==> src/rvPkg.sv <==
package rvPkg;

    // ----------------------------------------
    // Datapath width and memory sizes
    // ----------------------------------------
    localparam int xlen     = 32;
    localparam int romDepth = 256;
    localparam int ramDepth = 256;

    // Opcodes of the supported instruction classes
    localparam logic [6:0] opR      = 7'b0110011;
    localparam logic [6:0] opI      = 7'b0010011;
    localparam logic [6:0] opLoad   = 7'b0000011;
    localparam logic [6:0] opStore  = 7'b0100011;
    localparam logic [6:0] opBranch = 7'b1100011;
    localparam logic [6:0] opLui    = 7'b0110111;

    // funct3 / funct7 values decoded here
    localparam logic [2:0] f3AddSub = 3'b000;
    localparam logic [2:0] f3Slt    = 3'b010;
    localparam logic [2:0] f3Or     = 3'b110;
    localparam logic [2:0] f3And    = 3'b111;
    localparam logic [2:0] f3Beq    = 3'b000;
    localparam logic [6:0] f7Sub    = 7'b0100000;

    // ----------------------------------------
    // Control to ALU
    // ----------------------------------------
    // aluOp from the main decoder
    localparam logic [1:0] aluAdd   = 2'b00;
    localparam logic [1:0] aluSub   = 2'b01;
    localparam logic [1:0] aluFunct = 2'b10;
    // Lui passes the immediate straight through
    localparam logic [1:0] aluPass  = 2'b11;

    // Internal ALU operation
    localparam logic [2:0] ctlAdd   = 3'd0;
    localparam logic [2:0] ctlSub   = 3'd1;
    localparam logic [2:0] ctlAnd   = 3'd2;
    localparam logic [2:0] ctlOr    = 3'd3;
    localparam logic [2:0] ctlSlt   = 3'd4;
    localparam logic [2:0] ctlPassB = 3'd5;

    // ----------------------------------------
    // Address map
    // ----------------------------------------
    // IO window is the top 1 KB, upper 22 bits compared
    localparam logic [31:0] ioBase  = 32'hFFFF_FC00;
    localparam logic [31:0] ledAddr = 32'hFFFF_FC60;
    localparam logic [31:0] swAddr  = 32'hFFFF_FC70;

    // ----------------------------------------
    // Instruction formats
    // ----------------------------------------
    typedef struct packed {
        logic [6:0] funct7;
        logic [4:0] rs2;
        logic [4:0] rs1;
        logic [2:0] funct3;
        logic [4:0] rd;
        logic [6:0] opcode;
    } rTypeFields;

    typedef struct packed {
        logic [11:0] imm;
        logic [4:0]  rs1;
        logic [2:0]  funct3;
        logic [4:0]  rd;
        logic [6:0]  opcode;
    } iTypeFields;

    typedef struct packed {
        logic [6:0] immHi;
        logic [4:0] rs2;
        logic [4:0] rs1;
        logic [2:0] funct3;
        logic [4:0] immLo;
        logic [6:0] opcode;
    } sTypeFields;

    // Branch offset bits are scattered over the word
    typedef struct packed {
        logic       imm12;
        logic [5:0] imm10to5;
        logic [4:0] rs2;
        logic [4:0] rs1;
        logic [2:0] funct3;
        logic [3:0] imm4to1;
        logic       imm11;
        logic [6:0] opcode;
    } bTypeFields;

    typedef struct packed {
        logic [19:0] imm20;
        logic [4:0]  rd;
        logic [6:0]  opcode;
    } uTypeFields;

    // One 32-bit word, five views
    typedef union packed {
        rTypeFields rType;
        iTypeFields iType;
        sTypeFields sType;
        bTypeFields bType;
        uTypeFields uType;
    } instWord;

endpackage

==> src/regDecode.sv <==
`timescale 1ns/1ps

module regDecode import rvPkg::*; (
    input  logic            clk,
    input  logic            rst,
    input  instWord         inst,
    input  logic            regWrite,
    input  logic            memToReg,
    input  logic [xlen-1:0] aluResult,
    input  logic [xlen-1:0] readData,
    output logic [xlen-1:0] rdata1,
    output logic [xlen-1:0] rdata2,
    output logic [xlen-1:0] imm32
);

    // 32 general registers
    logic [xlen-1:0] regs [32];

    // Write-back value
    logic [xlen-1:0] wbData;

    // Register addresses sit at the same bits in every format
    logic [4:0] rs1;
    logic [4:0] rs2;
    logic [4:0] rd;

    assign rs1 = inst.rType.rs1;
    assign rs2 = inst.rType.rs2;
    assign rd  = inst.rType.rd;

    // ----------------------------------------
    // Register file
    // ----------------------------------------
    // Load data or ALU result
    assign wbData = memToReg ? readData : aluResult;

    always_ff @(posedge clk) begin
        if (rst) begin
            for (int i = 0; i < 32; i++) begin
                regs[i] <= '0;
            end
        end else if (regWrite && (rd != 5'd0)) begin
            // x0 stays hardwired
            regs[rd] <= wbData;
        end
    end

    // Asynchronous read, x0 forced to 0
    assign rdata1 = (rs1 == 5'd0) ? '0 : regs[rs1];
    assign rdata2 = (rs2 == 5'd0) ? '0 : regs[rs2];

    // ----------------------------------------
    // Immediate generator
    // ----------------------------------------
    always_comb begin
        case (inst.rType.opcode)
            opI, opLoad: begin
                imm32 = {{20{inst.iType.imm[11]}}, inst.iType.imm};
            end
            opStore: begin
                imm32 = {{20{inst.sType.immHi[6]}}, inst.sType.immHi, inst.sType.immLo};
            end
            opBranch: begin
                // Byte offset, bit 0 always clear
                imm32 = {{19{inst.bType.imm12}}, inst.bType.imm12, inst.bType.imm11,
                         inst.bType.imm10to5, inst.bType.imm4to1, 1'b0};
            end
            opLui: begin
                imm32 = {inst.uType.imm20, 12'b0};
            end
            default: begin
                // R type and unknown, no immediate
                imm32 = '0;
            end
        endcase
    end

endmodule

==> config.mk <==
export PLATFORM = sky130hd
export DESIGN_NAME = regDecode
export DESIGN_NICKNAME = d
export VERILOG_FILES = /design/src/rvPkg.sv /design/src/regDecode.sv
export SDC_FILE = /design/constraint.sdc
export NUM_CORES = 2
export LEC_CHECK = 0
export BUFFER_PORTS_ARGS = -buffer_cell sky130_fd_sc_hd__buf_4
export CAP_MARGIN = 10
export CORE_UTILIZATION = 30
export CTS_CLUSTER_SIZE = 12
export DETAILED_ROUTE_END_ITERATION = 10
export HOLD_SLACK_MARGIN = 0.1
export SYNTH_ARGS = -nofsm -noshare
export SYNTH_HDL_FRONTEND = slang
export SYNTH_SLANG_ARGS = --single-unit
==> constraint.sdc <==
create_clock -name clk -period 3.52 [get_ports clk]
set_input_delay 0.176 -clock clk [delete_from_list [all_inputs] [get_ports clk]]
set_output_delay 0.176 -clock clk [all_outputs]
set_load 0.05 [all_outputs]
# Yosys cells after proc, flatten, opt, wreduce, memory -nomap -nowiden
# Memories as Yosys holds them, arrays and structs flattened.
# Cells that the tools add are included.
[word_totals] reg_bits=0 ram_bits=1024 in_bits=100 out_inout_bits=96 word_cells=24 memories=1
[op_classes] eq_ne=5 n_mux=12 reduce_logical=6
[mem_list] memory="regs" depth=32 width=32 read_ports=2 rd_clocked_by_memory_dff=0 write_ports=32 line_no="regDecode.sv:17" text="logic [xlen-1:0] regs [32];"
[op_table] op="$mux W32" n=4
[op_table] op="$pmux W32 S4" n=1
[op_table] op="$reduce_or A32 Y1" n=1
[op_table] op="$eq A7 B6 Y1 const B" n=2
[op_table] op="$logic_not A5 Y1" n=2
[op_table] op="$eq A7 B2 Y1 const B" n=1
[op_table] op="$eq A7 B5 Y1 const B" n=1
[op_table] op="$eq A7 B7 Y1 const B" n=1
[op_table] op="$mux W1" n=6
[op_table] op="$mux W5" n=1
[op_table] op="$reduce_bool A5 Y1" n=1
[op_table] op="$reduce_or A2 Y1" n=1
[op_table] op="$logic_and A1 B1 Y1" n=1

# Longest topological paths before layout
[logic_depth] ltp_word=7 mapped_depth=8 depth_no_buf=5

# Worst setup path after synthesis
# Ideal clock, no wire load.
[synth_path] path_kind="input -> output" startpoint="input inst[16] (netlist bit)" endpoint="output rdata1[19]" arrival_ps=2332 t_required_ps=3344 setup_slack_ps=1012 cell_stages=7 n_path_buf=3 cell_sequence="buf_4 -> buf_2 -> buf_2 -> nor3b_1 -> a2111oi_0 -> a31oi_1 -> o21ai_0"
[synth_between] elab_chain_len=2 word_cells_on_any_way=3 classes_between="mux: 1; reduce/logical: 1; memory: 1"
[synth_rtl] item="from (decl)" line_no="regDecode.sv:6" text="input instWord inst,"
[synth_rtl] item="$mem_v2 Z32 W32 / $logic_not A5 Y1 (equally long branches)"
[synth_rtl] item="$mux W32 (*)" line_no="regDecode.sv:49" text="assign rdata1 = (rs1 == 5'd0) ? '0 : regs[rs1];"
[synth_rtl] item="to (decl)" line_no="regDecode.sv:11" text="output logic [xlen-1:0] rdata1,"
# Mark *: on every way between the ends. The rest lies on a longest branch, timed or not.

==> results.md <==
* Largest net degree at the start of global routing at 57
* Routed Antenna Nets at 0
* Post-route insts no fill at 6246
* FFs w/ async S/R, synth at 0%
* Hold Crit Class: in2reg
* Final Hold Vio Count at 0
* Mapped Area at 52600 um2
* First-pass GRT wire length at 263 mm
* Flops & latches, synth at 1024
* CTS buffer count at 106
* Final Util at 35.7%
* Crit Path Category: reg2out
* Metal2 WL at 89.2 mm
* Critical path arrival at 2.87 ns
* CP endpoint kind: primary output
* Clock Sink Count at 1024
* Max Fclk at 328 MHz
* Initial DRC Count at 4656
* Post-Route Setup TNS at 0 ns
* Total GRT Usage at 20.7%
* RePlAce Congestion at 0.830
* CTS tree: yes
* Min cycle time layout at 3.04 ns
* Tcrit/Tclk final at 86.5%
* Sequential area share after synthesis at 58.4%
* Routed met3 length at 19.7 mm
* Die height at 421 um
* Largest Register: regs
* PD cells at 478 nW/um2
* I/O pins at 196
* CTS clock-pin slew for the worst setup and hold paths at 0.06 ns
* Mapped Cells at 3604
* Crit-path max FO at 2
* Drt drc at 0
* Core Region at 174000 um2
* Warnings from Yosys at 0
* DPL Wire Length at 114 mm
* Fin area at 62100 um2
* Initial core utilization at 30.3%
* Number of vias per cell at 5.67
* Routed wire length at 188 mm
* Die area at 177000 um2
* H-tree depth at 3
* First-pass DRT Iterations at 7
* Worst VDD drop at 0.388 mV
* I/O Buffers at 195
* RSZ-0062 raised after global routing: false
* Synth cell types at 41
* Top flop regs: regs x1024
* Grt ovf at 0
* P&R area growth vs syn at 17.9%
* CTS root buf: clkbuf_16
* Number of synthesized flops with an enable pin at 1024
* Placed insts at 5970
* Worst setup SP type: flop
* Max reg flops at 1024
* Outcome: completed
* Slew Viols, Final at 0
* Leak at 0.0213 uW
* Predominant post-synthesis flop cell: edfxtp_1
* Wire length on met1 at 71.8 mm
* Initial antenna violation count at 6
* # setup viols final at 0
* Vias in the first global route at 35700
* Slew of the pin with the lowest slew margin at 1.23 ns
* Routed len/inst at 30.1 um
* CP required at 3.34 ns
* Post-Syn Area per Cell at 14.6 um2
* Vias at 35400
* Dpl cell area at 57900 um2
* DR top layer: met4
* FP Rows at 153
* Maximum Capacitance Violations at 0
* Layout cell share with drive strength beyond 1 at 29.3%
* Final #Nets at 3944
* Clk buf depth at 3
* Rel. slew slack at 17.8%
* Die width at 421 um
==> critical path, cell delays in order (launching register included) <==
cell and delay (ns):
edfxtp_1 0.37, mux4_2 0.25, inv_1 0.04, a2111oi_0 0.73, a31oi_1 0.06, o21ai_0 0.31, buf_4 0.19, buf_4 0.19
==> what timing repair did <==
action / in CTS / in global routing
endpoints found under the hold margin: 894 / 0
hold buffers: 91 / 0
buffers inserted: 0 / 0
resized for setup: 0 / 0
==> metrics by stage <==
stage               total power (uW)  hold slack [ns]  setup slack (ns)
floorplan                      17400            0.453              1.01
global placement               19000            0.702             0.623
detailed placement             19100            0.707             0.646
CTS                            29700            0.124             0.428
global route                   30400            0.158             0.419
finish                         29700            0.133             0.475
==> cell families (layout without fill, tap and decap cells) <==
family	Yosys count	after routing	share of synthesized area, %
other cells	1	36	0.00712
flops	1024	1024	58.4
compound gates	236	236	3.04
buf+inv	388	670	3.49
mux	738	738	26.0
simple gates	1217	1217	9.08
==> cell type report <==
type / count / area, um2
diodes: 4 / 10.0
fillers: 16500 / 112000
clock inverters: 39 / 239
repair buffers: 484 / 4530
multi-input cells: 2223 / 20700
clock buffers: 142 / 2890
flip-flops and latches: 1024 / 30700
inverters: 5 / 18.8
well taps: 2325 / 2910
==> where the power goes <==
part           switching, uW  internal (uW)
clock network           4800           5850
logic                   2740           1860
registers                327          14100
==> synth_stat cells, types with 8 or more instances <==
cell | n | area share (%)
nor2_1 | 1070 | 7.6
a22oi_1 | 65 | 0.93
mux4_2 | 502 | 21
mux2i_1 | 230 | 4.4
and2_1 | 8 | 0.095
nand2b_1 | 35 | 0.42
o22ai_1 | 58 | 0.69
buf_6 | 33 | 0.71
edfxtp_1 | 1024 | 58
nand2_1 | 68 | 0.48
o21ai_1 | 32 | 0.30
clkbuf_1 | 258 | 1.8
a21o_1 | 46 | 0.66
buf_4 | 11 | 0.16
a21oi_1 | 11 | 0.10
buf_2 | 75 | 0.71
nor2b_1 | 12 | 0.14
==> final timing paths <==
path,start,to,slack [ns],depth (start not counted)
max,regs[15][19],rdata1[19],0.48,7
min,rst,regs[0][22],0.13,2
==> layout by cell type, fill, tap and decap left out, drive strengths merged, types with 35 or more instances in the layout <==
master       netlist  routed
clkbuf           258     142
dlygate4sd3        0      81
nor2            1070    1070
nand2             68      68
mux4             502     502
a21o              46      46
edfxtp          1024    1024
o22ai             58      58
o21ai             37      37
mux2i            230     230
nand2b            35      35
buf              125     403
a22oi             65      65
==> routing by layer <==
| layer | vias to the layer above | GRT usage, % |
|---|---|---|
| li1 | 14200 | - |
| met1 | 18700 | 27.5 |
| met2 | 2152 | 33.4 |
| met3 | 342 | 4.05 |
| met4 | 0 | 7.92 |
| met5 | - | 0 |
No activity file was read; power rests on OpenSTA's default activity.
