`src/rvPkg.sv`:
```
package rvPkg;

    // ----------------------------------------
    // Datapath width and memory sizes
    // ----------------------------------------
    localparam int xlen     = 32;
    localparam int romDepth = 256;
    localparam int ramDepth = 256;

    // Opcodes of the supported instruction classes
    localparam logic [6:0] opR      = 7'b0110011;
    localparam logic [6:0] opI      = 7'b0010011;
    localparam logic [6:0] opLoad   = 7'b0000011;
    localparam logic [6:0] opStore  = 7'b0100011;
    localparam logic [6:0] opBranch = 7'b1100011;
    localparam logic [6:0] opLui    = 7'b0110111;

    // funct3 / funct7 values decoded here
    localparam logic [2:0] f3AddSub = 3'b000;
    localparam logic [2:0] f3Slt    = 3'b010;
    localparam logic [2:0] f3Or     = 3'b110;
    localparam logic [2:0] f3And    = 3'b111;
    localparam logic [2:0] f3Beq    = 3'b000;
    localparam logic [6:0] f7Sub    = 7'b0100000;

    // ----------------------------------------
    // Control to ALU
    // ----------------------------------------
    // aluOp from the main decoder
    localparam logic [1:0] aluAdd   = 2'b00;
    localparam logic [1:0] aluSub   = 2'b01;
    localparam logic [1:0] aluFunct = 2'b10;
    // Lui passes the immediate straight through
    localparam logic [1:0] aluPass  = 2'b11;

    // Internal ALU operation
    localparam logic [2:0] ctlAdd   = 3'd0;
    localparam logic [2:0] ctlSub   = 3'd1;
    localparam logic [2:0] ctlAnd   = 3'd2;
    localparam logic [2:0] ctlOr    = 3'd3;
    localparam logic [2:0] ctlSlt   = 3'd4;
    localparam logic [2:0] ctlPassB = 3'd5;

    // ----------------------------------------
    // Address map
    // ----------------------------------------
    // IO window is the top 1 KB, upper 22 bits compared
    localparam logic [31:0] ioBase  = 32'hFFFF_FC00;
    localparam logic [31:0] ledAddr = 32'hFFFF_FC60;
    localparam logic [31:0] swAddr  = 32'hFFFF_FC70;

    // ----------------------------------------
    // Instruction formats
    // ----------------------------------------
    typedef struct packed {
        logic [6:0] funct7;
        logic [4:0] rs2;
        logic [4:0] rs1;
        logic [2:0] funct3;
        logic [4:0] rd;
        logic [6:0] opcode;
    } rTypeFields;

    typedef struct packed {
        logic [11:0] imm;
        logic [4:0]  rs1;
        logic [2:0]  funct3;
        logic [4:0]  rd;
        logic [6:0]  opcode;
    } iTypeFields;

    typedef struct packed {
        logic [6:0] immHi;
        logic [4:0] rs2;
        logic [4:0] rs1;
        logic [2:0] funct3;
        logic [4:0] immLo;
        logic [6:0] opcode;
    } sTypeFields;

    // Branch offset bits are scattered over the word
    typedef struct packed {
        logic       imm12;
        logic [5:0] imm10to5;
        logic [4:0] rs2;
        logic [4:0] rs1;
        logic [2:0] funct3;
        logic [3:0] imm4to1;
        logic       imm11;
        logic [6:0] opcode;
    } bTypeFields;

    typedef struct packed {
        logic [19:0] imm20;
        logic [4:0]  rd;
        logic [6:0]  opcode;
    } uTypeFields;

    // One 32-bit word, five views
    typedef union packed {
        rTypeFields rType;
        iTypeFields iType;
        sTypeFields sType;
        bTypeFields bType;
        uTypeFields uType;
    } instWord;

endpackage

```
`src/alu.sv`:
```
`timescale 1ns/1ps

module alu import rvPkg::*; (
    input  logic [xlen-1:0] rdata1,
    input  logic [xlen-1:0] rdata2,
    input  logic [xlen-1:0] imm32,
    input  logic            aluSrc,
    input  logic [1:0]      aluOp,
    input  instWord         inst,
    output logic [xlen-1:0] aluResult,
    output logic            zero
);

    logic [2:0]      aluCtl;
    logic [xlen-1:0] operandB;

    // ----------------------------------------
    // ALU control
    // ----------------------------------------
    always_comb begin
        case (aluOp)
            aluAdd:  aluCtl = ctlAdd;
            aluSub:  aluCtl = ctlSub;
            aluPass: aluCtl = ctlPassB;
            default: begin
                // funct3 picks the op
                case (inst.rType.funct3)
                    // funct7 only means sub for R type, addi keeps imm bits there
                    f3AddSub: aluCtl = ((inst.rType.opcode == opR) &&
                                        (inst.rType.funct7 == f7Sub)) ? ctlSub : ctlAdd;
                    f3Slt:    aluCtl = ctlSlt;
                    f3Or:     aluCtl = ctlOr;
                    f3And:    aluCtl = ctlAnd;
                    default:  aluCtl = ctlAdd;
                endcase
            end
        endcase
    end

    // Register or immediate second operand
    assign operandB = aluSrc ? imm32 : rdata2;

    // ----------------------------------------
    // Arithmetic
    // ----------------------------------------
    always_comb begin
        case (aluCtl)
            ctlSub:   aluResult = rdata1 - operandB;
            ctlAnd:   aluResult = rdata1 & operandB;
            ctlOr:    aluResult = rdata1 | operandB;
            // Signed compare, 1 or 0
            ctlSlt:   aluResult = {31'b0, $signed(rdata1) < $signed(operandB)};
            ctlPassB: aluResult = operandB;
            default:  aluResult = rdata1 + operandB;
        endcase
    end

    // Equality for beq
    assign zero = (aluResult == '0);

endmodule

```
`config.mk`:
```
export PLATFORM = sky130hd
export DESIGN_NAME = alu
export DESIGN_NICKNAME = d
export VERILOG_FILES = /design/src/rvPkg.sv /design/src/alu.sv
export SDC_FILE = /design/constraint.sdc
export NUM_CORES = 1
export LEC_CHECK = 0
export ABC_AREA = 1
export BUFFER_PORTS_ARGS = -buffer_cell sky130_fd_sc_hd__buf_2
export CAP_MARGIN = 20
export CORE_MARGIN = 3
export CORE_UTILIZATION = 45
export DETAILED_ROUTE_END_ITERATION = 6
export MAX_ROUTING_LAYER = met4
export PLACE_DENSITY_LB_ADDON = 0.3
export SYNTH_ARGS = -nofsm -noshare
export SYNTH_HDL_FRONTEND = slang
export SYNTH_SLANG_ARGS = --single-unit
```
`constraint.sdc`:
```
create_clock -name vclk -period 2.9
set_clock_uncertainty 0.15 [all_clocks]
set_input_delay 0.145 -clock vclk [all_inputs]
set_output_delay 0.145 -clock vclk [all_outputs]
set_load 0.05 [all_outputs]
```
# Word level (Yosys, flattened, before mapping)

Cells that the tools add are included.

Flip-flop bits (word level): 0
Output and inout bits: 33
Word-level logic and storage cells: 26

Add/sub/neg operators: 2
$lt $le $gt $ge: 1
Equality and inequality tests: 12
Multiplexer cells: 5
Bitwise gates (word level): 2
Reductions and logical operators: 4

Operator list:

| kind                                          | number |
|---|---|
| case mux 32 bit (5 select lines)              | 1 |
| adder 32 bit                                  | 1 |
| bitwise AND 32 bit                            | 1 |
| zero test 32 bit                              | 1 |
| less-than comparator 32 bit                   | 1 |
| two-way mux 32 bit                            | 1 |
| OR 32 bit                                     | 1 |
| subtractor 32 bit                             | 1 |
| == test 7 x 6 -> 1 bit, second input constant | 2 |
| == test 3 bit, second input constant          | 4 |
| case mux 3 bit (4 select lines)               | 1 |
| == test 3 x 2 -> 1 bit, second input constant | 3 |
| case mux 3 bit (3 select lines)               | 1 |
| == test 3 x 1 -> 1 bit, second input constant | 1 |
| zero test 3 bit                               | 1 |
| == test 2 x 1 -> 1 bit, second input constant | 1 |
| == test 2 bit, second input constant          | 1 |
| zero test 2 bit                               | 1 |
| logical AND 1 bit                             | 1 |
| two-way mux 1 bit                             | 1 |

# Logic depth before layout (Yosys ltp)

Depth in word-level cells: 8
Gate-level depth with buffers: 24
Gate-level depth less buffers: 23

# Worst setup path before layout

No wires, ideal clock.

Path type: input port to output port
Start point: in aluSrc
End point: out zero
Arrival time: 3.662 ns
Data required time: 2.605 ns
Slack: -1.057 ns
Stages: 22
Buffers on the path: 2
Path through: buf_2 -> clkbuf_1 -> nand2_1 -> o21ai_0 -> inv_1 -> ha_1 -> fa_1 -> nor2_1 -> nand2_1 -> nand3_1 -> nand2_1 -> nand2_1 -> nand2_1 -> nand2_1 -> nand2_1 -> nand3_1 -> nand3_1 -> nor2_1 -> nand2_1 -> nor2_1 -> nand2_1 -> nor2_1

Longest elaborated chain between the ends: 4
Elaborated cells on any way between the ends: 8
Those cells by class: add/sub: 2; order compare: 1; mux: 2; bitwise: 2; reduce/logical: 1

Ends and longest elaborated chain:

| what                                 | line      | text |
|---|---|---|
| start: declaration                   | alu.sv:7  | `input logic aluSrc,` |
| two-way mux 32 bit *                 | alu.sv:41 | `assign operandB = aluSrc ? imm32 : rdata2;` |
| adder 32 bit (tied with other cells) | alu.sv:54 | `default: aluResult = rdata1 + operandB;` |
| case mux 32 bit (5 select lines) *   | alu.sv:47 | `case (aluCtl)` |
| named net aluResult[16]              | alu.sv:10 | `output logic [xlen-1:0] aluResult,` |
| zero test 32 bit *                   | alu.sv:59 | `assign zero = (aluResult == '0);` |
| end: declaration                     | alu.sv:11 | `output logic zero` |

The timed path passes the listed nets; every way through them passes the cells marked *.

# Worst setup path in the final report

Start point: in aluSrc
End point: out zero

Longest elaborated chain between the ends: 4
Elaborated cells on any way between the ends: 8
Those cells by class: add/sub: 2; order compare: 1; mux: 2; bitwise: 2; reduce/logical: 1

Ends and longest elaborated chain:

| what                                 | line |
|---|---|
| two-way mux 32 bit *                 | alu.sv:41 |
| adder 32 bit (tied with other cells) | alu.sv:54 |
| case mux 32 bit (5 select lines) *   | alu.sv:47 |
| zero test 32 bit *                   | alu.sv:59 |

Every way passes the cells marked *; elsewhere a longest branch is shown, timed or not.

==> results.txt <==
----------------------------------------------------
[Global routing]
  First-pass GRT wire length ... 50,900 um
  Initial antenna violation count ... 1
  Overall Global Routing Usage ... 0.361
  Pin count of the biggest net entering global routing ... 33
  Global-route congestion overflow total ... 0
  Number of global-route vias before repair ... 10,100

[STA]
  Number of pins with negative max-slew slack in the final report ... 0
  Final setup viols ... 3
  Share of the clock period used by the worst path ... 1.10
  Hold Worst Slack ... 0.846 ns
  RSZ-0062 raised after global routing ... yes
  Setup TNS after final layout ... -0.403 ns
  Timing-limited maximum frequency ... 0.312 GHz
  Min Tclk post-route ... 3.20 ns
  Worst slew slack as a fraction of its limit ... 0.526
  Final setup margin ... -0.300 ns
  Number of hold violations in the final report ... 0
  Transition time of the tightest slew-check pin ... 0.711 ns

[Critical path]
  Crit. End Element ... primary output
  Setup CP Type ... in -> out
  Worst path arrival time ... 2.91 ns
  Maximum fanout count along the critical path ... 8
  Crit path top cell by count ... nand2_1
  Worst path required time ... 2.61 ns
  Category of the worst setup path launch point ... primary input
  Slowest CP cell ... ha_1
  Worst-path cell chain ... buf_16 -> buf_16 -> nand2_2 -> o21ai_4 -> buf_4 -> ha_1 -> inv_1 -> nand2_1 -> buf_4 -> nand2_1 -> nand2_1 -> inv_1 -> nand2_2 -> buf_4 -> xor2_1 -> nand2_1 -> nand3_4 -> nor2_1 -> nand2_1 -> nor2_2 -> nand3_4 -> nor2_4 -> buf_8
  Stage delay of the slowest cell on the critical path ... 0.19 ns

[Detailed routing]
  Remaining antenna violation count ... 0
  Routed via count ... 11,400
  Total length of routed wires ... 36,700 um
  Detailed Routing Iterations Pass 1 ... 7
  Via-per-instance ratio ... 5.31
  Detailed router's first-iteration violation count ... 1,022
  Final routed wire length divided by cell count ... 17.1 um
  Remaining DRCs ... 2

[Floorplan]
  Die width ... 134 um
  Initial core utilization ... 0.463
  Vertical extent of the die ... 134 um
  Area of the placeable core ... 16,000 um2
  Die area ... 18,000 um2
  Number of rows in the core area ... 46
  Top-level I/O count ... 164

[Yosys]
  Net count after synthesis ... 1,758
  Mean Syn Cell Area ... 4.84 um2
  Post-Synthesis Cell Area ... 7400 um2
  Synth Instances ... 1,529
  Portion of the post-synthesis area used by sequential elements ... 0
  Number of different library cells in the post-synthesis netlist ... 32
  Syn. warnings ... 0

[Min path]
  Hold path cells ... 7
  Type of the most critical hold path ... in -> out

[Job]
  Max-Cap Viols ... 0

[Placed design]
  Detailed placer's ending HPWL ... 27,400 um
  Number of port buffers ... 149
  Placed instance area ... 10,700 um2
  Final RePlAce weighted congestion ... 1.07

[Layout]
  Area growth syn-to-layout ... 63.3%
  Storage element area ... 0 um2
  Fin area ... 12,100 um2
  Net count of the finished layout ... 2,158
  Count of filler cells inserted in the layout ... 1,285
  Share of final-layout standard cells stronger than drive strength 1 ... 0.357
  Total number of sequential cells ... 0
  Clock Buffer Count ... 0

[Run status]
  Status ... finished with violations
  Violated checks ... DRC, setup timing

[Clocking]
  Number of hold buffers added after CTS ... 0

----------------------------------------------------
cell type report:
class	count	area, um2	share of cell area
antenna	1	2.50	0.000207
multi-input combinational	1127	7220	0.597
tap	216	270	0.0224
timing repair buffer	450	3280	0.272
inverter	350	1320	0.109
worst max-delay path, delay by kind of cell:
family	cells	cell delay [ns]
compound gates	1	0.07
xor+xnor	1	0.13
fa+ha+maj	1	0.19
buf+inv	8	1.13
simple gates	12	1.23
metal layers:
| metal | up-vias | share of wire | global-route usage |
|---|---|---|---|
| met1 | 5116 | 0.40 | 0.476 |
| li1 | 5425 | - | - |
| met4 | 0 | 0.044 | 0.0792 |
| met2 | 701 | 0.45 | 0.582 |
| met5 | - | 0 | - |
| met3 | 134 | 0.11 | 0.0593 |
cells in the mapped netlist, drive strengths merged:
cell type,n,area (um2)
nand2,517,1950
inv,349,1310
nor2,157,624
nand3,136,706
ha,96,1200
o21ai,74,370
a21oi,59,295
buf,39,239
nand4,29,181
xor2,23,201
clkbuf,13,48.8
nor3,7,35.0
nand3b,6,45.0
and2,5,31.3
and3,5,31.3
o21bai,5,37.5
a21o,2,15.0
fa,2,40.0
a21boi,1,7.51
clkinv,1,3.75
nor3b,1,12.5
nor4,1,6.26
xnor2,1,8.76
layout by cell type (no fill, tap or decap), types with 9 or more instances in the layout:
cell     count
o21ai_4     21
nor2_2      28
ha_4        28
nand4_1     29
ha_1        59
inv_1      335
inv_2       13
buf_2      131
a21oi_1     45
nor2_4      13
o21ai_0     39
nand2_2     42
nor2_1     116
nand3_4     29
xor2_1      23
ha_2         9
nand3_2     24
a21oi_2     14
nand2_1    472
buf_4      299
nand3_1     83
worst paths after layout:
| path | startpoint | to | slack [ns] |
|---|---|---|---|
| min | inst[13] | aluResult[0] | 0.85 |
| max | aluSrc | zero | -0.30 |
through the flow:
stage | setup slack, ns | util | std cells
finish | -0.300 | 0.756 | 2144
global route | -0.407 | 0.756 | 2144
CTS | -0.297 | 0.694 | 2129
global placement | -0.723 | 0.670 | 2122
detailed placement | -0.784 | 0.670 | 2122
floorplan | -0.0859 | - | 1529
repair_timing:
item,in CTS,in global routing
pin swaps,9,40
cloned,3,3
setup buffers,4,11
gates resized for setup,73,192
endpoints found under the setup margin,21,30
logic make-up (layout without fill, tap and decap cells):
logic type                 count (synthesis)  count (layout)  share of synthesized area
xor gates and xnor gates                  24              24                     0.0284
other                                      0               1                          0
AOI/OAI and AO/OA                        141             141                     0.0980
adders and majority gates                 98              98                      0.168
and+or+nand+nor                          864             864                      0.490
buffers and inverters                    402             800                      0.216
