`src/rvPkg.sv`:
```
package rvPkg;

    // ----------------------------------------
    // Datapath width and memory sizes
    // ----------------------------------------
    localparam int xlen     = 32;
    localparam int romDepth = 256;
    localparam int ramDepth = 256;

    // Opcodes of the supported instruction classes
    localparam logic [6:0] opR      = 7'b0110011;
    localparam logic [6:0] opI      = 7'b0010011;
    localparam logic [6:0] opLoad   = 7'b0000011;
    localparam logic [6:0] opStore  = 7'b0100011;
    localparam logic [6:0] opBranch = 7'b1100011;
    localparam logic [6:0] opLui    = 7'b0110111;

    // funct3 / funct7 values decoded here
    localparam logic [2:0] f3AddSub = 3'b000;
    localparam logic [2:0] f3Slt    = 3'b010;
    localparam logic [2:0] f3Or     = 3'b110;
    localparam logic [2:0] f3And    = 3'b111;
    localparam logic [2:0] f3Beq    = 3'b000;
    localparam logic [6:0] f7Sub    = 7'b0100000;

    // ----------------------------------------
    // Control to ALU
    // ----------------------------------------
    // aluOp from the main decoder
    localparam logic [1:0] aluAdd   = 2'b00;
    localparam logic [1:0] aluSub   = 2'b01;
    localparam logic [1:0] aluFunct = 2'b10;
    // Lui passes the immediate straight through
    localparam logic [1:0] aluPass  = 2'b11;

    // Internal ALU operation
    localparam logic [2:0] ctlAdd   = 3'd0;
    localparam logic [2:0] ctlSub   = 3'd1;
    localparam logic [2:0] ctlAnd   = 3'd2;
    localparam logic [2:0] ctlOr    = 3'd3;
    localparam logic [2:0] ctlSlt   = 3'd4;
    localparam logic [2:0] ctlPassB = 3'd5;

    // ----------------------------------------
    // Address map
    // ----------------------------------------
    // IO window is the top 1 KB, upper 22 bits compared
    localparam logic [31:0] ioBase  = 32'hFFFF_FC00;
    localparam logic [31:0] ledAddr = 32'hFFFF_FC60;
    localparam logic [31:0] swAddr  = 32'hFFFF_FC70;

    // ----------------------------------------
    // Instruction formats
    // ----------------------------------------
    typedef struct packed {
        logic [6:0] funct7;
        logic [4:0] rs2;
        logic [4:0] rs1;
        logic [2:0] funct3;
        logic [4:0] rd;
        logic [6:0] opcode;
    } rTypeFields;

    typedef struct packed {
        logic [11:0] imm;
        logic [4:0]  rs1;
        logic [2:0]  funct3;
        logic [4:0]  rd;
        logic [6:0]  opcode;
    } iTypeFields;

    typedef struct packed {
        logic [6:0] immHi;
        logic [4:0] rs2;
        logic [4:0] rs1;
        logic [2:0] funct3;
        logic [4:0] immLo;
        logic [6:0] opcode;
    } sTypeFields;

    // Branch offset bits are scattered over the word
    typedef struct packed {
        logic       imm12;
        logic [5:0] imm10to5;
        logic [4:0] rs2;
        logic [4:0] rs1;
        logic [2:0] funct3;
        logic [3:0] imm4to1;
        logic       imm11;
        logic [6:0] opcode;
    } bTypeFields;

    typedef struct packed {
        logic [19:0] imm20;
        logic [4:0]  rd;
        logic [6:0]  opcode;
    } uTypeFields;

    // One 32-bit word, five views
    typedef union packed {
        rTypeFields rType;
        iTypeFields iType;
        sTypeFields sType;
        bTypeFields bType;
        uTypeFields uType;
    } instWord;

endpackage

```
`src/ctrlUnit.sv`:
```
`timescale 1ns/1ps

module ctrlUnit import rvPkg::*; (
    input  instWord    inst,
    input  logic       zero,
    output logic       branch,
    output logic       aluSrc,
    output logic [1:0] aluOp,
    output logic       memRead,
    output logic       memWrite,
    output logic       memToReg,
    output logic       regWrite
);

    // Instruction is a beq, zero not yet applied
    logic isBeq;

    // ----------------------------------------
    // Main decoder
    // ----------------------------------------
    always_comb begin
        // All inactive, unknown opcodes fall through as no-ops
        isBeq    = 1'b0;
        aluSrc   = 1'b0;
        aluOp    = aluAdd;
        memRead  = 1'b0;
        memWrite = 1'b0;
        memToReg = 1'b0;
        regWrite = 1'b0;
        case (inst.rType.opcode)
            opR: begin
                aluOp    = aluFunct;
                regWrite = 1'b1;
            end
            opI: begin
                // Immediate operand, funct3 picks the op
                aluSrc   = 1'b1;
                aluOp    = aluFunct;
                regWrite = 1'b1;
            end
            opLoad: begin
                // Address = rs1 + imm
                aluSrc   = 1'b1;
                memRead  = 1'b1;
                memToReg = 1'b1;
                regWrite = 1'b1;
            end
            opStore: begin
                aluSrc   = 1'b1;
                memWrite = 1'b1;
            end
            opBranch: begin
                // Compare by subtraction, zero means equal
                aluOp = aluSub;
                isBeq = (inst.bType.funct3 == f3Beq);
            end
            opLui: begin
                // Shifted immediate passed through to rd
                aluSrc   = 1'b1;
                aluOp    = aluPass;
                regWrite = 1'b1;
            end
            default: begin
            end
        endcase
    end

    // Kept apart so zero feeds only this gate
    assign branch = isBeq & zero;

endmodule

```
`config.mk`:
```
export PLATFORM = sky130hd
export DESIGN_NAME = ctrlUnit
export DESIGN_NICKNAME = d
export VERILOG_FILES = /design/src/rvPkg.sv /design/src/ctrlUnit.sv
export SDC_FILE = /design/constraint.sdc
export NUM_CORES = 1
export LEC_CHECK = 0
export BUFFER_PORTS_ARGS = -buffer_cell sky130_fd_sc_hd__buf_4
export CAP_MARGIN = 20
export CORE_AREA = 2 2 39 41
export DETAILED_ROUTE_END_ITERATION = 10
export DIE_AREA = 0 0 41 43
export SLEW_MARGIN = 25
export SYNTH_ARGS = -nofsm -noshare
export SYNTH_HDL_FRONTEND = slang
export SYNTH_SLANG_ARGS = --single-unit
```
`constraint.sdc`:
```
create_clock -name vclk -period 0.86
set_clock_uncertainty 0.1 [all_clocks]
set_input_delay 0.129 -clock vclk [all_inputs]
set_output_delay 0.129 -clock vclk [all_outputs]
set_load 0.02 [all_outputs]
```
# ---- After elaboration in Yosys (flattened, before gate mapping)
# Cells that the tools add are included.
dict set report classes {
  n_eq_ne 6
  muxes 6
  n_bitwise 1
  reduce_logical 4
}
# cell count
set ops {}
lappend ops {{$eq A7 B6 Y1 const B} 3}
lappend ops {{$reduce_or A4 Y1} 2}
lappend ops {{$eq A7 B2 Y1 const B} 1}
lappend ops {{$eq A7 B5 Y1 const B} 1}
lappend ops {{$eq A7 B7 Y1 const B} 1}
lappend ops {{$pmux W2 S3} 1}
lappend ops {{$mux W1} 5}
lappend ops {{$logic_not A3 Y1} 1}
lappend ops {{$reduce_or A2 Y1} 1}
lappend ops {{$and A1 B1 Y1} 1}
dict set report totals {
  reg_bits 0
  inputBits 33
}

# ---- Longest topological paths before layout
# Gate-level depths: netlist (run 1).
dict set report depth {
  ltp_word 3
  ltp_mapped 3
  depth_no_buf 2
}

# ---- Worst setup path after synthesis (run 1)
# Ideal clock, no wire load.
dict set report synth_path {
  kind {in2out}
  from {input inst[2] (netlist bit)}
  to {output memToReg}
  t_arrival_ps 1192
  t_required_ps 631
  path_slack_ps -561
  cell_stages 3
  cell_sequence {or2_1 > nor3_1 > buf_4}
}
dict set report synth_via {
  elab_chain_cells 2
}
# item line_no
set synth_lines {}
lappend synth_lines {{start, declared} ctrlUnit.sv:4} ;# input instWord inst,
lappend synth_lines {{$eq A7 B2 Y1} n/a}
lappend synth_lines {{$mux W1} n/a}
lappend synth_lines {{end, declared} ctrlUnit.sv:11} ;# output logic memToReg,
# Every way passes these cells.

# ---- Worst setup path after layout (run 1)
dict set report layout_path {
  from {input inst[2] (netlist bit)}
  to {output branch}
}
dict set report layout_via {
  elab_chain_cells 3
}
# item line_no
set layout_lines {}
lappend layout_lines {{$eq A7 B7 Y1} ctrlUnit.sv:30} ;# case (inst.rType.opcode)
lappend layout_lines {{$mux W1} ctrlUnit.sv:30}
lappend layout_lines {{$and A1 B1 Y1} ctrlUnit.sv:69} ;# assign branch = isBeq & zero;
lappend layout_lines {{end, declared} ctrlUnit.sv:6} ;# output logic branch,
# Every way passes these cells.

==> reports/metrics.csv, run 1 <==
metric,value,unit
Die Y,43,um
final wirelength,582,um
core area,1384,um^2
Vias,238,
number of buffers added on ports,19,
hold buffer count at cts,0,
vias in the first global route,227,
Required @ worst endpoint,630,ps
final hold vios,0,
num rows,14,
Synth Warn #,0,
switching share of power,0.4038,
final worst setup slack,-294.4,ps
post-layout power,0.0001714,W
first-pass GRT wire length,876,um
"commonest non-fill, non-tap cell in the layout",buf_4,
Setup TNS,-1981,ps
clock period minus worst slack,1154,ps
CP peak stage delay,270,ps
RSZ-0062 raised after global routing,yes,
status,finished with violations,
area grow syn2layout,247.8,%
period utilization,1.342,
initial detailed-routing violation count,0,
setup violators final,8,
max_cap viols,0,
cell chain of the critical path,"buf_8, or2_4, nor4_4, buf_4",
FF+latch count,0,
Critical Path Start,inst[2],
class of the worst hold path,input port to output port,
Starting Density,0.1040,
antenna fix cells,0,
die area,1763,um^2
Mapped Area,143.9,um^2
share of cells above drive strength 1,0.9091,
via density per instance,3.967,
Syn Area/Cell,7.194,um^2
part of the power in registers,0,
# DRC,0,
Setup CP Type,input port to output port,
Rel. slew slack,0.8676,
DRT antenna net count,0,
wire per inst,9.700,um
max-slew violations,0,
critical path endpoint,branch,
Synth Instances,20,
post-DP HPWL,482.6,um
nets@finish,79,
failing checks,setup timing,
initial antenna violation count,0,
P_leak,0.2132,nW
Crit Path Max Fanout,6,
IO Count,41,
Power Dens Cells,342.4,nW/um^2
"commonest cells after routing, fill and taps aside","buf_4, buf_6, a21oi_4",
RePlAce Congestion,0.5545,
Mapped Nets,53,
Sw Pwr,0.00006919,W
footprint of the multi-input gates,247.7,um^2
grt total ovfl,0,
1st-pass router iterations,1,
clock buffers,0,
Peak supply drop,153.1,uV
critical path's slowest cell,or2_4,
final-layout fill cell count,146,
Internal,0.0001022,W
Die Wd,41,um
GR Util All Layers,0.06600,
arrival time at the worst endpoint,930,ps
largest net degree at the start of global routing,8,
CP Launch Type,input port,
crit end category,output port,
FF/Latch Area,0,um^2
fmax,0.8663,GHz
Comb power frac,1.000,
Synth cell types,16,
Worst Tran Pin Value,198.2,ps
sequential share of the synthesized area,0,
Clk network pwr share,0,
## cells by family (layout without fill, tap and decap cells)
kind of cell    Yosys count  after routing  share of synthesized area
simple gates             15             15                     0.7827
compound gates            4              4                     0.1652
buf+inv                   1             25                    0.05219
## timing repair
item                       in CTS  in global routing
setup endpoints to repair       8                  8
buffers inserted                0                  1
gates resized for setup        14                  1
pin swaps                       4                  4
## how the worst min path moves through the flow
stage          startpoint        to  slack [ps]  cells after the start
4_1_cts           inst[2]    aluSrc         500                      4
3_5_place_dp      inst[6]  memWrite         530                      4
6_report          inst[6]  memWrite         510                      4
3_3_place_gp      inst[6]  memWrite         530                      4
2_1_floorplan     inst[5]   memRead         200                      1
5_1_grt           inst[6]  memWrite         530                      4
## cells in the mapped netlist
cell | count | share of area
nand3_1 | 1 | 0.035
nor3b_1 | 1 | 0.052
a21oi_1 | 3 | 0.10
nand3b_1 | 1 | 0.052
nand4b_2 | 1 | 0.10
buf_4 | 1 | 0.052
or3_1 | 1 | 0.044
or3b_1 | 1 | 0.061
nor4_2 | 1 | 0.087
a21o_2 | 1 | 0.061
nand2_1 | 2 | 0.052
nor3_1 | 2 | 0.070
or2_2 | 1 | 0.044
and2b_2 | 1 | 0.061
nand4bb_1 | 1 | 0.078
or2_1 | 1 | 0.044
## per-stage QoR
stage          cell area (um^2)    util  setup WS (ps)  hold slack, ps  instances
2_1_floorplan             239.0       -         -244.5           197.7         20
3_3_place_gp              427.9  0.3092         -392.3           532.3         59
3_5_place_dp              427.9  0.3092         -400.1           527.5         59
4_1_cts                   489.2  0.3535         -314.0           502.8         59
5_1_grt                   500.5  0.3617         -324.1           525.4         60
6_report                  500.5  0.3617         -294.4           508.0         60
## layer usage
metal	global-route usage	wire length, um	up-vias
met5	0	0	-
met3	0.01047	66	0
met2	0.1188	274	14
li1	-	-	124
met4	0	0	0
met1	0.08254	242	100
## final cells by class
class,instances,share of cell area
Multi-Input combinational cell,19,0.4950
Timing Repair Buffer,25,0.4650
Tap cell,16,0.04000
## power groups by stage
| stage | sequential (W) | clock (W) | combinational, W |
|---|---|---|---|
| CTS | 0 | 0 | 0.000168 |
| finish | 0 | 0 | 0.000171 |
| global placement | 0 | 0 | 0.000143 |
| floorplan | 0 | 0 | 0.0000618 |
| global route | 0 | 0 | 0.000183 |
| detailed placement | 0 | 0 | 0.000145 |
## worst max-delay path: cells and delay by family
kind	cells	cell delay [ps]
simple gates	2	510
buf+inv	2	270
Power figures use the tool's default switching activity.
==> inputs of run 2 (changes only) <==
ABC_AREA = 1   (was default)
==> run 2 against run 1 <==
Against the previous run: the run still ends with setup timing left; first-iteration DRC count unchanged; sequential share of layout area unchanged; critical path depth grew 3; global-route usage up 0.99 points; cell area increased by 4.5%; utilization grew 1.6 points; fmax grew 13%; flip-flop and latch count unchanged; via count is 25% higher; synthesized cell count grew 90%; combinational power about the same; setup slack better by 130 ps.
==> reports/metrics.csv, run 2 <==
metric,value,unit,change
period utilization,1.190,,was 1.342
final hold vios,0,,unchanged
1st-pass router iterations,1,,unchanged
GR Util All Layers,0.07592,,was 0.06600
Required @ worst endpoint,630,ps,about the same
failing checks,setup timing,,unchanged
arrival time at the worst endpoint,790,ps,was 930 ps
CP Launch Type,input port,,unchanged
Synth Warn #,0,,unchanged
Peak supply drop,150.4,uV,was 153.1 uV
FF+latch count,0,,unchanged
Area contributors post-synth,"nand2_1, nor2_1, nor2_2",,"was a21oi_1, nand4b_2, nor4_2"
Inst Count DP,73,,was 59
clock buffers,0,,unchanged
nets@finish,92,,was 79
IO Count,41,,unchanged
# DRC,0,,unchanged
Vias,298,,was 238
RSZ-0062 raised after global routing,yes,,unchanged
utilization after layout,0.3779,,was 0.3617
core area,1384,um^2,unchanged
first-pass GRT wire length,1028,um,was 876 um
Crit Path Max Fanout,4,,was 6
antenna fix cells,0,,unchanged
Power Dens Cells,320.9,nW/um^2,was 342.4 nW/um^2
"Buf+Inv Stages, Crit Path",3,,was 2
"commonest non-fill, non-tap cell in the layout",buf_6,,was buf_4
fmax,0.9771,GHz,was 0.8663 GHz
class of the worst hold path,input port to output port,,unchanged
final hold slack,511.0,ps,was 508.0 ps
Mapped Nets,71,,was 53
Setup TNS,-1014,ps,was -1981 ps
Die Y,43,um,unchanged
post-DP HPWL,463.5,um,was 482.6 um
RePlAce Congestion,0.7531,,was 0.5545
CP peak stage delay,150,ps,was 270 ps
largest net degree at the start of global routing,7,,was 8
final-layout fill cell count,151,,was 146
share of the synthesized area in the top cell type,0.2609,,was 0.1043
hold buffer count at cts,0,,unchanged
"most used cell, CP",nor2_4,,
critical path's slowest cell,nor2_4,,was or2_4
grt total ovfl,0,,unchanged
wire per inst,8.123,um,was 9.700 um
Die Wd,41,um,unchanged
Worst Tran Pin Value,168.9,ps,was 198.2 ps
Synth Instances,38,,was 20
Synth cell types,11,,was 16
via density per instance,4.082,,was 3.967
Syn Area/Cell,4.544,um^2,was 7.194 um^2
footprint of the multi-input gates,259.0,um^2,was 247.7 um^2
Rel. slew slack,0.8871,,was 0.8676
max-slew violations,0,,unchanged
final worst setup slack,-163.5,ps,was -294.4 ps
clock period minus worst slack,1023,ps,was 1154 ps
initial detailed-routing violation count,0,,unchanged
"non-filler cells, final",73,,was 60
area grow syn2layout,202.9,%,was 247.8%
"commonest cells after routing, fill and taps aside","buf_6, buf_4, nor2_4, nand2_2",,"was buf_4, buf_6, a21oi_4"
DRT antenna net count,0,,unchanged
Setup CP Type,input port to output port,,unchanged
P_leak,0.2330,nW,was 0.2132 nW
number of buffers added on ports,19,,unchanged
setup violators final,8,,unchanged
post-layout power,0.0001678,W,was 0.0001714 W
top-count cell post-synth,nand2_1,,was a21oi_1
Mapped Area,172.7,um^2,was 143.9 um^2
share of cells above drive strength 1,0.8947,,was 0.9091
status,finished with violations,,unchanged
vias in the first global route,270,,was 227
FF/Latch Area,0,um^2,unchanged
"CP delay by family, top",simple AND/OR/NAND/NOR gates,,unchanged
final wirelength,593,um,was 582 um
crit end category,output port,,unchanged
cell taking the most area after synthesis,nand2_1,,was a21oi_1
initial antenna violation count,0,,unchanged
Starting Density,0.1248,,was 0.1040
num rows,14,,unchanged
cell chain of the critical path,"buf_8, inv_4, nand2_4, nor2_4, nand3_4, nor2_4, buf_6",,"was buf_8, or2_4, nor4_4, buf_4"
max_cap viols,0,,unchanged
die area,1763,um^2,unchanged
synth cell count leaders,"nand2_1, nor2_1, inv_2, nor2_2, nand3_1",,"was a21oi_1, nand2_1, nor3_1"
sequential share of the synthesized area,0,,unchanged
-- run 2: cell count changes after synthesis, sizes merged, moves of 2 or more --
| cell | before | now |
|---|---|---|
| nand2 | 2 | 12 |
| inv | 0 | 6 |
| a21oi | 3 | 0 |
| nor2 | 0 | 12 |
| or2 | 2 | 0 |
| nand3 | 1 | 4 |
-- run 2: kinds of logic after synthesis --
logic type      count (synthesis)  share of synthesized area
compound gates                  1                    0.02896
buf+inv                         7                     0.1739
simple gates                   30                     0.7970
-- run 2: final cells by class --
| class | instances | area share |
|---|---|---|
| inverter | 6 | 0.07177 |
| tap | 16 | 0.03828 |
| multi-input combinational | 31 | 0.4952 |
| timing repair buffer | 20 | 0.3947 |
-- run 2: per-stage QoR --
stage               setup WS (ps)  area [um^2]
floorplan                  -20.69        217.7
global placement           -248.8        380.4
detailed placement         -258.8        380.4
CTS                        -181.8        483.0
global route               -212.0        523.0
finish                     -163.5        523.0
-- run 2: where the power goes --
group / internal (W) / total, W / switching [W]
Combinational: 0.0000828 / 0.000168 / 0.0000850
Sequential: 0 / 0 / 0
Clock: 0 / 0 / 0
-- run 2: per-layer routing --
layer	GRT usage	part of all wire	up-vias
met4	0	0	0
li1	-	-	155
met2	0.1188	0.53	11
met1	0.1139	0.38	132
met5	0	0	-
met3	0.01047	0.086	0
-- run 2: final timing paths --
check / from / end / slack, ps / cells after the start
setup / recovery: inst[3] / memWrite / -160 / 7
hold / removal: inst[2] / memRead / 510 / 5
-- run 2: what timing repair did --
| action | 4_1_cts | 5_1_grt |
|---|---|---|
| setup buffers | 0 | 0 |
| pin swaps | 10 | 8 |
| resized for setup | 29 | 11 |
| setup endpoints to repair | 8 | 8 |
